--- config.mk ---
export PLATFORM = sky130hd
export DESIGN_NAME = lsu_top
export DESIGN_NICKNAME = d
export VERILOG_FILES = /design/src/common/lsu_pkg.sv /design/src/common/lsu_req_if.sv /design/src/verilog/lsu_top.sv /design/src/lsu/lsu_rdata_align.sv /design/src/lsu/lsu_txn_tracker.sv /design/src/lsu/lsu_request.sv
export SDC_FILE = /design/constraint.sdc
export NUM_CORES = 1
export LEC_CHECK = 0
export BUFFER_PORTS_ARGS = -buffer_cell sky130_fd_sc_hd__buf_2
export CAP_MARGIN = 15
export CORE_MARGIN = 3
export CORE_UTILIZATION = 46
export DETAILED_ROUTE_END_ITERATION = 12
export PLACE_DENSITY = 0.76
export SETUP_SLACK_MARGIN = 0.02
export SLEW_MARGIN = 40
export SYNTH_ARGS = -nofsm -noshare
export SYNTH_HDL_FRONTEND = slang
export SYNTH_SLANG_ARGS = --single-unit
--- constraint.sdc ---
create_clock -name clk -period 3.25 [get_ports clk]
set_input_delay 0.1625 -clock clk [delete_from_list [all_inputs] [get_ports clk]]
set_output_delay 0.1625 -clock clk [all_outputs]
set_load 0.02 [all_outputs]
--- src/common/lsu_pkg.sv ---
/*
 * Shared definitions for the load-store unit
 * Access size enum, outstanding-transfer tag and data path constants
 */

`default_nettype none

package lsu_pkg;

  // Data and address width
  localparam int unsigned XLEN = 32;

  // One byte enable per byte lane
  localparam int unsigned BE_W = XLEN / 8;

  // Outstanding transfers allowed on the bus by default
  localparam int unsigned LSU_DEPTH_DEFAULT = 2;

  // Access size, encoded as in the funct3 field of loads and stores
  typedef enum logic [1:0] {
    SIZE_BYTE = 2'b00,
    SIZE_HALF = 2'b01,
    SIZE_WORD = 2'b10
  } lsu_size_e;

  //////////////////////////////
  // Tag of one bus transfer
  //////////////////////////////

  // Travels from the address phase to the response, 8 bits wide
  typedef struct packed {
    lsu_size_e  size;
    logic       sext;
    logic       we;
    // Low address bits of the original access
    logic [1:0] offset;
    // First half of a split access
    logic       split_first;
    // Final transfer of the access, qualifies the result
    logic       last;
  } lsu_tag_t;

endpackage

`default_nettype wire
--- src/common/lsu_req_if.sv ---
/*
 * Bus request from the request builder to the transaction tracker
 */

`default_nettype none

interface lsu_req_if;

  // Handshake, valid is held with its payload until accept
  logic                            valid;
  logic                            accept;

  // Payload of one bus transfer
  logic [lsu_pkg::XLEN-1:0]        addr;
  logic                            we;
  logic [lsu_pkg::BE_W-1:0]        be;
  logic [lsu_pkg::XLEN-1:0]        wdata;
  lsu_pkg::lsu_tag_t               tag;

  modport builder (
    output valid, addr, we, be, wdata, tag,
    input  accept
  );

  modport tracker (
    input  valid, addr, we, be, wdata, tag,
    output accept
  );

endinterface

`default_nettype wire

--- src/verilog/lsu_top.sv ---
/*
 * Load-store unit top level
 * Request builder, transaction tracker and read aligner on an OBI data port
 */

`default_nettype none

module lsu_top #(
  parameter int unsigned DEPTH = lsu_pkg::LSU_DEPTH_DEFAULT
) (
  input  wire logic                       clk,
  input  wire logic                       rst_n,

  // Execute stage
  input  wire logic                       valid_i,
  output logic                            ready_o,
  input  wire logic [lsu_pkg::XLEN-1:0]   operand_a_i,
  input  wire logic [lsu_pkg::XLEN-1:0]   operand_b_i,
  input  wire logic                       we_i,
  input  wire lsu_pkg::lsu_size_e         size_i,
  input  wire logic                       sext_i,
  input  wire logic [lsu_pkg::XLEN-1:0]   wdata_i,

  // OBI data port
  output logic                            data_req_o,
  input  wire logic                       data_gnt_i,
  output logic [lsu_pkg::XLEN-1:0]        data_addr_o,
  output logic                            data_we_o,
  output logic [lsu_pkg::BE_W-1:0]        data_be_o,
  output logic [lsu_pkg::XLEN-1:0]        data_wdata_o,
  input  wire logic                       data_rvalid_i,
  input  wire logic [lsu_pkg::XLEN-1:0]   data_rdata_i,

  // Write-back result
  output logic                            result_valid_o,
  output logic [lsu_pkg::XLEN-1:0]        rdata_o,

  // Status
  output logic                            busy_o,
  output logic                            interruptible_o,
  output logic                            split_o
);

  lsu_req_if         req_if ();
  lsu_pkg::lsu_tag_t head_tag;

  lsu_request u_request (
    .clk         (clk),
    .rst_n       (rst_n),
    .valid_i     (valid_i),
    .operand_a_i (operand_a_i),
    .operand_b_i (operand_b_i),
    .we_i        (we_i),
    .size_i      (size_i),
    .sext_i      (sext_i),
    .wdata_i     (wdata_i),
    .split_o     (split_o),
    .req         (req_if.builder)
  );

  lsu_txn_tracker #(
    .DEPTH (DEPTH)
  ) u_txn_tracker (
    .clk             (clk),
    .rst_n           (rst_n),
    .valid_i         (valid_i),
    .req             (req_if.tracker),
    .data_req_o      (data_req_o),
    .data_gnt_i      (data_gnt_i),
    .data_addr_o     (data_addr_o),
    .data_we_o       (data_we_o),
    .data_be_o       (data_be_o),
    .data_wdata_o    (data_wdata_o),
    .data_rvalid_i   (data_rvalid_i),
    .head_tag_o      (head_tag),
    .ready_o         (ready_o),
    .busy_o          (busy_o),
    .interruptible_o (interruptible_o)
  );

  // Every response goes straight to the aligner
  lsu_rdata_align u_rdata_align (
    .clk            (clk),
    .rst_n          (rst_n),
    .data_rvalid_i  (data_rvalid_i),
    .data_rdata_i   (data_rdata_i),
    .head_tag_i     (head_tag),
    .result_valid_o (result_valid_o),
    .rdata_o        (rdata_o)
  );

endmodule

`default_nettype wire

--- src/lsu/lsu_rdata_align.sv ---
/*
 * Read-data path of the load-store unit
 * Split merge, realignment and zero or sign extension
 */

`default_nettype none

module lsu_rdata_align (
  input  wire logic                       clk,
  input  wire logic                       rst_n,
  input  wire logic                       data_rvalid_i,
  input  wire logic [lsu_pkg::XLEN-1:0]   data_rdata_i,
  input  wire lsu_pkg::lsu_tag_t          head_tag_i,
  output logic                            result_valid_o,
  output logic [lsu_pkg::XLEN-1:0]        rdata_o
);

  // Raw word of the first half
  logic [lsu_pkg::XLEN-1:0]   rdata_q;
  logic                       is_split;
  logic [2*lsu_pkg::XLEN-1:0] rdata_full;
  logic [2*lsu_pkg::XLEN-1:0] rdata_shift;
  logic [lsu_pkg::XLEN-1:0]   rdata_aligned;

  always_ff @(posedge clk or negedge rst_n) begin
    if (!rst_n) begin
      rdata_q <= '0;
    end else if (data_rvalid_i && !head_tag_i.we && head_tag_i.split_first) begin
      rdata_q <= data_rdata_i;
    end
  end

  //////////////////////////////
  // Merge and realign
  //////////////////////////////

  // Same rule the builder used to split the access
  assign is_split = ((head_tag_i.size == lsu_pkg::SIZE_WORD) && (head_tag_i.offset != 2'b00))
                 || ((head_tag_i.size == lsu_pkg::SIZE_HALF) && (head_tag_i.offset == 2'b11));

  // New word on top, previous word or a copy below
  assign rdata_full    = is_split ? {data_rdata_i, rdata_q} : {data_rdata_i, data_rdata_i};
  assign rdata_shift   = rdata_full >> {head_tag_i.offset, 3'b000};
  assign rdata_aligned = rdata_shift[lsu_pkg::XLEN-1:0];

  //////////////////////////////
  // Extension
  //////////////////////////////

  always_comb begin
    case (head_tag_i.size)
      lsu_pkg::SIZE_BYTE: begin
        rdata_o = {{(lsu_pkg::XLEN-8){head_tag_i.sext && rdata_aligned[7]}},
                   rdata_aligned[7:0]};
      end
      lsu_pkg::SIZE_HALF: begin
        rdata_o = {{(lsu_pkg::XLEN-16){head_tag_i.sext && rdata_aligned[15]}},
                   rdata_aligned[15:0]};
      end
      default: begin
        rdata_o = rdata_aligned;
      end
    endcase
  end

  // First half of a split gives no result, stores return don't-care data
  assign result_valid_o = data_rvalid_i && head_tag_i.last;

endmodule

`default_nettype wire

--- src/lsu/lsu_txn_tracker.sv ---
/*
 * Transaction tracker of the load-store unit
 * Outstanding-transfer count, OBI request gating,
 * in-order tag queue, core-side ready and status
 */

`default_nettype none

module lsu_txn_tracker #(
  parameter int unsigned DEPTH = lsu_pkg::LSU_DEPTH_DEFAULT
) (
  input  wire logic                       clk,
  input  wire logic                       rst_n,
  input  wire logic                       valid_i,
  lsu_req_if.tracker                      req,
  output logic                            data_req_o,
  input  wire logic                       data_gnt_i,
  output logic [lsu_pkg::XLEN-1:0]        data_addr_o,
  output logic                            data_we_o,
  output logic [lsu_pkg::BE_W-1:0]        data_be_o,
  output logic [lsu_pkg::XLEN-1:0]        data_wdata_o,
  input  wire logic                       data_rvalid_i,
  output lsu_pkg::lsu_tag_t               head_tag_o,
  output logic                            ready_o,
  output logic                            busy_o,
  output logic                            interruptible_o
);

  localparam int unsigned CNT_W = $clog2(DEPTH + 1);
  localparam int unsigned PTR_W = (DEPTH > 1) ? $clog2(DEPTH) : 1;

  logic [CNT_W-1:0]  cnt_q;
  logic [PTR_W-1:0]  wr_ptr_q;
  logic [PTR_W-1:0]  rd_ptr_q;
  // Request seen last cycle without a grant
  logic              pend_q;
  lsu_pkg::lsu_tag_t tag_q [DEPTH];

  // Wrap at DEPTH, which need not be a power of two
  function automatic logic [PTR_W-1:0] ptr_next(input logic [PTR_W-1:0] ptr);
    ptr_next = (ptr == PTR_W'(DEPTH - 1)) ? '0 : ptr + 1'b1;
  endfunction

  //////////////////////////////
  // OBI address phase
  //////////////////////////////

  // No new request once DEPTH transfers wait for rvalid
  assign data_req_o   = req.valid && (cnt_q < CNT_W'(DEPTH));
  assign req.accept   = data_req_o && data_gnt_i;

  assign data_addr_o  = req.addr;
  assign data_we_o    = req.we;
  assign data_be_o    = req.be;
  assign data_wdata_o = req.wdata;

  // Count up on grant, down on response, both may coincide
  always_ff @(posedge clk or negedge rst_n) begin
    if (!rst_n) begin
      cnt_q <= '0;
    end else begin
      case ({req.accept, data_rvalid_i})
        2'b10:   cnt_q <= cnt_q + 1'b1;
        2'b01:   cnt_q <= cnt_q - 1'b1;
        default: cnt_q <= cnt_q;
      endcase
    end
  end

  //////////////////////////////
  // Tag queue
  //////////////////////////////

  always_ff @(posedge clk or negedge rst_n) begin
    if (!rst_n) begin
      wr_ptr_q <= '0;
      rd_ptr_q <= '0;
    end else begin
      if (req.accept) begin
        wr_ptr_q <= ptr_next(wr_ptr_q);
      end
      if (data_rvalid_i) begin
        rd_ptr_q <= ptr_next(rd_ptr_q);
      end
    end
  end

  // Count gating keeps a push off a slot still waiting
  always_ff @(posedge clk) begin
    if (req.accept) begin
      tag_q[wr_ptr_q] <= req.tag;
    end
  end

  // Oldest transfer, matches the next rvalid
  assign head_tag_o = tag_q[rd_ptr_q];

  //////////////////////////////
  // Core side and status
  //////////////////////////////

  assign ready_o = !valid_i || (req.accept && req.tag.last);

  always_ff @(posedge clk or negedge rst_n) begin
    if (!rst_n) begin
      pend_q <= 1'b0;
    end else begin
      pend_q <= req.valid && !req.accept;
    end
  end

  assign busy_o          = (cnt_q != '0) || req.valid;
  // A request held over a cycle must not be withdrawn
  assign interruptible_o = !pend_q && (cnt_q == '0);

endmodule

`default_nettype wire

--- src/lsu/lsu_request.sv ---
/*
 * Request builder of the load-store unit
 * Address sum, split detection and split state,
 * byte enables, write-data rotation and transfer tag
 */

`default_nettype none

module lsu_request (
  input  wire logic                       clk,
  input  wire logic                       rst_n,
  input  wire logic                       valid_i,
  input  wire logic [lsu_pkg::XLEN-1:0]   operand_a_i,
  input  wire logic [lsu_pkg::XLEN-1:0]   operand_b_i,
  input  wire logic                       we_i,
  input  wire lsu_pkg::lsu_size_e         size_i,
  input  wire logic                       sext_i,
  input  wire logic [lsu_pkg::XLEN-1:0]   wdata_i,
  output logic                            split_o,
  lsu_req_if.builder                      req
);

  logic [lsu_pkg::XLEN-1:0]   addr;
  logic [1:0]                 offset;
  logic                       needs_split;
  // Second address phase of a split access in progress
  logic                       split_q;
  logic [lsu_pkg::BE_W-1:0]   size_mask;
  logic [2*lsu_pkg::BE_W-1:0] be_wide;
  logic [2*lsu_pkg::XLEN-1:0] wdata_wide;

  //////////////////////////////
  // Address and split check
  //////////////////////////////

  assign addr   = operand_a_i + operand_b_i;
  assign offset = addr[1:0];

  // Word off its boundary, or halfword in the top byte lane
  always_comb begin
    needs_split = 1'b0;
    case (size_i)
      lsu_pkg::SIZE_WORD: needs_split = (offset != 2'b00);
      lsu_pkg::SIZE_HALF: needs_split = (offset == 2'b11);
      default:            needs_split = 1'b0;
    endcase
  end

  // High during the first half only
  assign split_o = valid_i && needs_split && !split_q;

  // Set on the first accept, cleared on the second
  // Also cleared when EX drops the access
  always_ff @(posedge clk or negedge rst_n) begin
    if (!rst_n) begin
      split_q <= 1'b0;
    end else if (!valid_i) begin
      split_q <= 1'b0;
    end else if (req.accept) begin
      split_q <= split_o;
    end
  end

  //////////////////////////////
  // Byte enables and data
  //////////////////////////////

  always_comb begin
    case (size_i)
      lsu_pkg::SIZE_BYTE: size_mask = 4'b0001;
      lsu_pkg::SIZE_HALF: size_mask = 4'b0011;
      default:            size_mask = 4'b1111;
    endcase
  end

  // Shift across two words, upper word holds the lanes of the second half
  assign be_wide = {{lsu_pkg::BE_W{1'b0}}, size_mask} << offset;

  // Rotate left so byte 0 lands in the lane of the offset
  // Second half reuses the same rotation, its low lanes carry the top bytes
  assign wdata_wide = {wdata_i, wdata_i} << {offset, 3'b000};

  //////////////////////////////
  // Request to the tracker
  //////////////////////////////

  assign req.valid = valid_i;
  assign req.we    = we_i;
  assign req.be    = split_q ? be_wide[2*lsu_pkg::BE_W-1:lsu_pkg::BE_W]
                             : be_wide[lsu_pkg::BE_W-1:0];
  assign req.wdata = wdata_wide[2*lsu_pkg::XLEN-1:lsu_pkg::XLEN];

  // Second half goes to the next word, aligned
  assign req.addr  = split_q ? ({addr[lsu_pkg::XLEN-1:2], 2'b00} + lsu_pkg::XLEN'(4))
                             : addr;

  always_comb begin
    req.tag.size        = size_i;
    req.tag.sext        = sext_i;
    req.tag.we          = we_i;
    req.tag.offset      = offset;
    req.tag.split_first = split_o;
    // Only the first half of a split is not last
    req.tag.last        = !split_o;
  end

endmodule

`default_nettype wire

==> impl_metrics.py, run 1 <==
metrics = {
    "setup_path": {
        "worst_setup_path_end_kind": "primary output",
        "cp.required_ns": 3.09,
        "reg2reg_slack_ns": 1.38,
        "r2r_cells": 6,
        "timing.rr.end": "u_rdata_align.rdata_q[13]",
        "cp_max_fo": 3,
        "startpoint_type": "input pin",
        "arrival_ns": 3.26,
        "reg2reg_from": "u_txn_tracker.rd_ptr_q",
        "crit_type": "in -> out",
    },
    "sta": {
        "fin_ws_ns": -0.1707,
        "fin_setup_tns_ns": -1.416,
        "skew_ns": 0.005880,
        "fin_crit_ns": 3.421,
        "setup_viol": 14,
        "fin_crit_sh": 1.053,
        "max_slew_margin": 0.5342,
        "hold_viol": 0,
        "rsz0062_at_grt": "true",
        "slew_violations": 0,
        "max_freq_mhz": 292.3,
        "worst_pin_slew_ns": 0.6987,
    },
    "final_layout": {
        "nFillCells": 1059,
        "synthToLayoutAreaGrowth_pct": 45.97,
        "final_nets": 1261,
        "fin_util": 0.6973,
        "drive_gt1_frac": 0.4765,
        "design_area_mm2": 0.009380,
    },
    "power_and_ir_drop": {
        "finalPower_uw": 5419,
        "peakVddDrop_uv": 313.0,
        "p_leak_uw": 0.004401,
        "powerDensity_mw_per_mm2": 577.7,
    },
    "route": {
        "dr.first_iter.drc_count": 465,
        "viasPerCell": 5.744,
        "drc_errors": 0,
        "wl_per_cell_um": 17.13,
        "ant_nets": 0,
        "dr.pass1.iters": 5,
        "vias": 7260,
        "drt_wl_total_mm": 21.65,
    },
    "synthesis": {
        "synth_nets": 924,
        "synth.avg_cell_area_um2": 8.580,
        "yosysWarnings": 0,
        "netlist_area_mm2": 0.006426,
        "ys_types": 69,
        "postSynthCellCount": 749,
        "ys.flop_type": "dfrtp_1",
        "yosys_register_bits": 46,
        "async_reset_ff_frac": 0.6522,
        "ys_seq_area_frac": 0.1916,
        "synth_edf_count": 16,
    },
    "floorplanning": {
        "io_pins": 244,
        "dieArea_mm2": 0.01542,
        "fp.coreArea_mm2": 0.01345,
        "dieHeight_um": 124.2,
        "die_w_um": 124.2,
        "rows": 42,
        "initial_core_util": 0.4777,
    },
    "placement": {
        "port_buffers": 243,
        "place_area_mm2": 0.008499,
        "dpl.hpwl_mm": 16.16,
        "gp_congestion": 0.9176,
    },
    "hold_path": {
        "hp-class": "in -> reg",
        "whs_path_depth": 1,
        "min-delay-start": "we_i",
        "hold_end": "u_txn_tracker.tag_q[1][4]",
    },
    "clocking": {
        "cts_tree": "done",
        "clockBufferDepth": 2,
        "numCtsBuffers": 5,
        "clock_sinks": 46,
        "htreeDepth": 2,
        "cts_root_buf": "clkbuf_16",
        "clkTransAtPathRegs_ns": 0.06,
        "insertion_delay_ns": 0.29,
    },
    "global_routing": {
        "grt_first_pass_wirelength_mm": 32.77,
        "grt_pass1_vias": 6821,
        "antenna_found_initial": 1,
        "gr-total-overflow": 0,
        "grt_usage": 0.2633,
        "grt_max_degree": 44,
    },
    "outcome": {
        "status": "finished, violations left",
        "violations": "setup timing",
    },
    "flow_run": {
        "max_cap_violations": 0,
    },
}
==> routing by layer <==
metal | vias to the layer above | routed length, um | track usage | part of all wire
met1 | 3433 | 8677 | 0.3259 | 0.40
li1 | 3504 | - | - | -
met4 | 0 | 503 | 0.09103 | 0.023
met3 | 41 | 1333 | 0.02906 | 0.062
met2 | 282 | 11130 | 0.4743 | 0.51
met5 | - | 0 | 0 | 0
==> worst max-delay path by stage <==
stage,startpoint,end,slack [ns],cells after the start
final,operand_a_i[0],data_addr_o[23],-0.17,16
after global routing,operand_a_i[0],data_addr_o[31],-0.34,15
after CTS,operand_b_i[0],data_addr_o[24],-0.14,15
after detailed placement,operand_a_i[0],data_addr_o[31],-0.17,13
after global placement,operand_a_i[4],data_addr_o[30],-0.09,13
after floorplan,operand_a_i[0],data_addr_o[30],0.03,11
==> area by class of cell <==
class | instances | area, um2 | area share
Multi-Input combinational cell | 647 | 5403 | 0.5760
Timing Repair Buffer | 371 | 2297 | 0.2449
Sequential cell | 46 | 1232 | 0.1314
Tap cell | 176 | 220.2 | 0.02348
Clock buffer | 5 | 125.1 | 0.01334
Inverter | 15 | 56.30 | 0.006002
Clock inverter | 3 | 43.79 | 0.004669
Antenna cell | 1 | 2.502 | 0.0002668
==> flip-flops by register name (all words and copies together) (netlist names) <==
register                cells
u_txn_tracker.tag_q        16
u_txn_tracker.pend_q        1
u_rdata_align.rdata_q      24
u_txn_tracker.cnt_q         2
u_txn_tracker.rd_ptr_q      1
u_txn_tracker.wr_ptr_q      1
u_request.split_q           1
==> per-stage QoR <==
stage,cells,hold WS (ns),setup slack (ns)
global route,1264,0.08847,-0.3432
finish,1264,0.08820,-0.1707
global placement,1226,0.2494,-0.09232
floorplan,749,-0.1331,0.02643
CTS,1248,0.07682,-0.1432
detailed placement,1226,0.2489,-0.1674
==> report_power, final <==
part	internal, uW	switching [uW]	leakage (uW)	total [uW]
clock network	364	211	0.0000842	574
logic	1720	2200	0.00382	3920
registers	807	113	0.000502	920
total	2890	2530	0.00440	5420
==> what timing repair did <==
action	4_1_cts	5_1_grt
endpoints found under the hold margin	30	0
cloned	0	1
resized for setup	48	64
pin swaps	29	32
hold buffers	1	0
buffers inserted	13	15
setup endpoints to repair	20	40
==> logic make-up after synthesis <==
| group | Yosys count | share of synthesized area |
|---|---|---|
| AO/OA/AOI/OAI | 214 | 0.2021 |
| XOR/XNOR | 52 | 0.07204 |
| AND/OR/NAND/NOR | 228 | 0.1756 |
| flip-flops | 46 | 0.1916 |
| buffers and inverters | 56 | 0.03466 |
| adder cells (fa/ha/maj) | 38 | 0.07516 |
| multiplexers | 115 | 0.2488 |
==> layout by cell type (no fill, tap or decap), drive strengths merged, types with 30 or more instances in the layout <==
cell type	netlist	final
buf	16	370
ha	37	37
nor2	33	33
dfrtp	30	30
mux2	35	35
mux2i	48	48
mux4	32	32
nand2	100	100
o21ai	68	68
xnor2	34	34
a21oi	73	73
==> Yosys cell counts (3+ instances only) <==
master,instances,area share
nand2_1,100,0.058
a21oi_1,72,0.056
o21ai_0,65,0.051
mux2i_1,47,0.073
ha_1,37,0.072
mux2_2,35,0.061
xnor2_1,34,0.046
nor2_1,33,0.019
mux4_2,32,0.11
dfrtp_1,30,0.12
clkbuf_1,25,0.015
nor3_1,22,0.017
xor2_1,17,0.023
edfxtp_1,16,0.075
inv_1,15,0.0088
nand4_1,12,0.012
a21o_1,11,0.013
o21a_1,9,0.011
and2_1,8,0.0078
buf_1,8,0.0047
and3_1,7,0.0068
buf_2,7,0.0055
nand3_1,7,0.0055
a31oi_1,6,0.0058
nor2b_1,6,0.0058
o21bai_1,6,0.0070
a211oi_1,5,0.0058
nor4_1,5,0.0049
o22ai_1,5,0.0049
and4_1,4,0.0055
o211ai_1,4,0.0047
or2_2,4,0.0039
a211o_1,3,0.0041
nor3b_1,3,0.0035
==> worst max-delay path, stage by stage <==
cell and delay [ns]:
buf_6 0.10, ha_4 0.17, fa_2 0.39, a211oi_4 0.32
buf_4 0.17, o211a_4 0.18, nor2_4 0.04, o21a_1 0.19
nor3b_2 0.22, buf_4 0.15, nand4_1 0.19, nor4_4 0.37
buf_4 0.21, buf_6 0.10, xor2_2 0.15, buf_6 0.14
No activity file was read; power rests on OpenSTA's default activity.
==> run 2, diff against run 1 <==
--- a/config.mk
+++ b/config.mk
@@ -5,11 +5,11 @@
 export SDC_FILE = /design/constraint.sdc
 export NUM_CORES = 1
 export LEC_CHECK = 0
-export BUFFER_PORTS_ARGS = -buffer_cell sky130_fd_sc_hd__buf_2
 export CAP_MARGIN = 15
 export CORE_MARGIN = 3
-export CORE_UTILIZATION = 46
+export CORE_UTILIZATION = 60
 export DETAILED_ROUTE_END_ITERATION = 12
+export DONT_BUFFER_PORTS = 1
 export PLACE_DENSITY = 0.76
 export SETUP_SLACK_MARGIN = 0.02
 export SLEW_MARGIN = 40
==> impl_metrics.py, run 2 (synthesized netlist as in run 1, its figures left out) <==
metrics = {
    "clocking": {
        "numCtsBuffers": 5,
        "clockBufferDepth": 2,
        "htreeDepth": 2,
        "clock_sinks": 46,
        "cts_tree": "done",
        "insertion_delay_ns": 0.32,
        "cts_root_buf": "clkbuf_8",
        "clkTransAtPathRegs_ns": 0.09,
    },
    "setup_path": {
        "crit_type": "reg -> out",
        "arrival_ns": 3.23,
        "cp.required_ns": 3.09,
        "cp_max_fo": 7,
        "slowest_stage": "dfrtp_2",
        "cpPeakStageDelay_ns": 0.46,
        "startpoint_type": "flip-flop",
        "path_cells": "mux2_2 > and3_1 > mux2i_4 > buf_4 > mux2i_1 > o21ai_0 > mux2i_1 > mux2i_1 > nand3b_1 > clkbuf_16 > o21ai_1 > buf_4",
        "cp_common_cell": "mux2i_1",
        "worst_setup_path_end_kind": "primary output",
    },
    "global_routing": {
        "gr-total-overflow": 0,
        "antenna_found_initial": 0,
        "grt_usage": 0.3102,
        "grt_max_degree": 44,
        "grt_first_pass_wirelength_mm": 29.96,
        "grt_pass1_vias": 6186,
    },
    "sta": {
        "worst_pin_slew_ns": 0.7501,
        "hold_viol": 0,
        "rsz0062_at_grt": "true",
        "max_slew_margin": 0.4957,
        "setup_viol": 24,
        "fin_ws_ns": -0.1389,
        "slew_violations": 0,
        "skew_ns": 0.01277,
        "max_freq_mhz": 295.1,
        "fin_setup_tns_ns": -1.782,
        "fin_crit_sh": 1.043,
        "fin_crit_ns": 3.389,
    },
    "route": {
        "dr.pass1.iters": 5,
        "drc_errors": 0,
        "wl_per_cell_um": 21.09,
        "drt_wl_total_mm": 21.01,
        "vias": 6720,
        "viasPerCell": 6.747,
        "ant_nets": 0,
        "dr.first_iter.drc_count": 619,
    },
    "final_layout": {
        "diodes": 0,
        "largest_reg_flops": 24,
        "largest_registers": "u_rdata_align.rdata_q (24), u_txn_tracker.tag_q (16), u_txn_tracker.cnt_q (2)",
        "nFillCells": 670,
        "layout_common_cells": "buf_4 (105), nand2_1 (98), a21oi_1 (69)",
        "synthToLayoutAreaGrowth_pct": 26.19,
        "regMostFlops": "u_rdata_align.rdata_q",
        "drive_gt1_frac": 0.3093,
        "final_cells": 996,
        "final_nets": 1034,
        "design_area_mm2": 0.008109,
        "final_common_cell": "buf_4",
    },
    "flow_run": {
        "max_cap_violations": 0,
    },
    "outcome": {
        "violations": "setup timing",
        "status": "finished, violations left",
    },
    "floorplanning": {
        "rows": 37,
        "initial_core_util": 0.6197,
        "io_pins": 244,
        "fp.coreArea_mm2": 0.01037,
        "dieHeight_um": 109.5,
        "dieArea_mm2": 0.01199,
        "die_w_um": 109.5,
    },
    "placement": {
        "place_area_mm2": 0.007188,
        "pre_cts_ws_ns": 0.01250,
        "numPlacedInstances": 939,
        "port_buffers": 0,
        "gp_congestion": 0.9568,
        "dpl.hpwl_mm": 15.02,
    },
    "power_and_ir_drop": {
        "p_leak_uw": 0.003421,
        "powerDensity_mw_per_mm2": 641.4,
        "peakVddDrop_uv": 549.1,
    },
    "hold_path": {
        "hp-class": "in -> reg",
    },
}
==> run 2: worst paths after layout <==
check                                          start                         to  slack [ns]  cells past startpoint
max in group asynchronous                      rst_n  u_rdata_align.rdata_q[17]        2.77                      2
setup / recovery              u_txn_tracker.rd_ptr_q                rdata_o[20]       -0.14                     12
setup reg to reg              u_txn_tracker.cnt_q[1]  u_txn_tracker.tag_q[0][7]        1.12                      3
hold reg to reg            u_rdata_align.rdata_q[30]  u_rdata_align.rdata_q[30]        0.51                      1
hold / removal                      data_rdata_i[29]  u_rdata_align.rdata_q[29]       0.005                      1
min in group asynchronous                      rst_n  u_rdata_align.rdata_q[23]        0.29                      2
==> run 2: power by group <==
part	internal [uW]	total, uW	switching [uW]	leakage, uW
Combinational	1700	3920	2210	0.00287
Clock	151	352	201	0.0000483
Sequential	806	932	126	0.000502
==> run 2: layout make-up <==
type                       instances  area, um2  share of cell area
multi-input combinational        647       5295              0.6530
sequential                        46       1232              0.1520
timing repair buffer             144       1267              0.1563
clock buffer                       5      68.82            0.008486
tap                              136      170.2             0.02098
inverter                          15      56.30            0.006943
clock inverter                     3      18.77            0.002314
==> run 2: per-layer routing <==
metal	vias to the layer above	wire length, um	GRT usage
li1	3048	-	-
met1	3199	7821	0.3863
met2	407	10670	0.5296
met3	66	1979	0.07692
met4	0	535	0.09706
met5	-	0	0
==> run 2: worst max-delay path, delay by kind of cell, from the launching register on <==
kind	cells	cell delay, ns
muxes	5	1.23
buffers and inverters	3	0.56
AOI/OAI and AO/OA	2	0.20
and+or+nand+nor	2	0.46
DFF	1	0.46
==> run 2: metrics by stage <==
stage               utilization  hold WS (ns)  total power [uW]
finish                   0.7820      0.004590              5201
global route             0.7820     -0.003778              5483
CTS                      0.7277    0.00008665              4699
detailed placement       0.6932       -0.1319              4251
global placement         0.6922       -0.1321              4156
floorplan                     -       -0.1331              3288
==> run 2: timing repair <==
action / CTS / global route
buffers inserted: 3 / 22
resized for setup: 6 / 91
setup endpoints to repair: 21 / 34
pin swaps: 1 / 14
hold buffers: 20 / 2
cloned: 0 / 2
endpoints found under the hold margin: 52 / 2
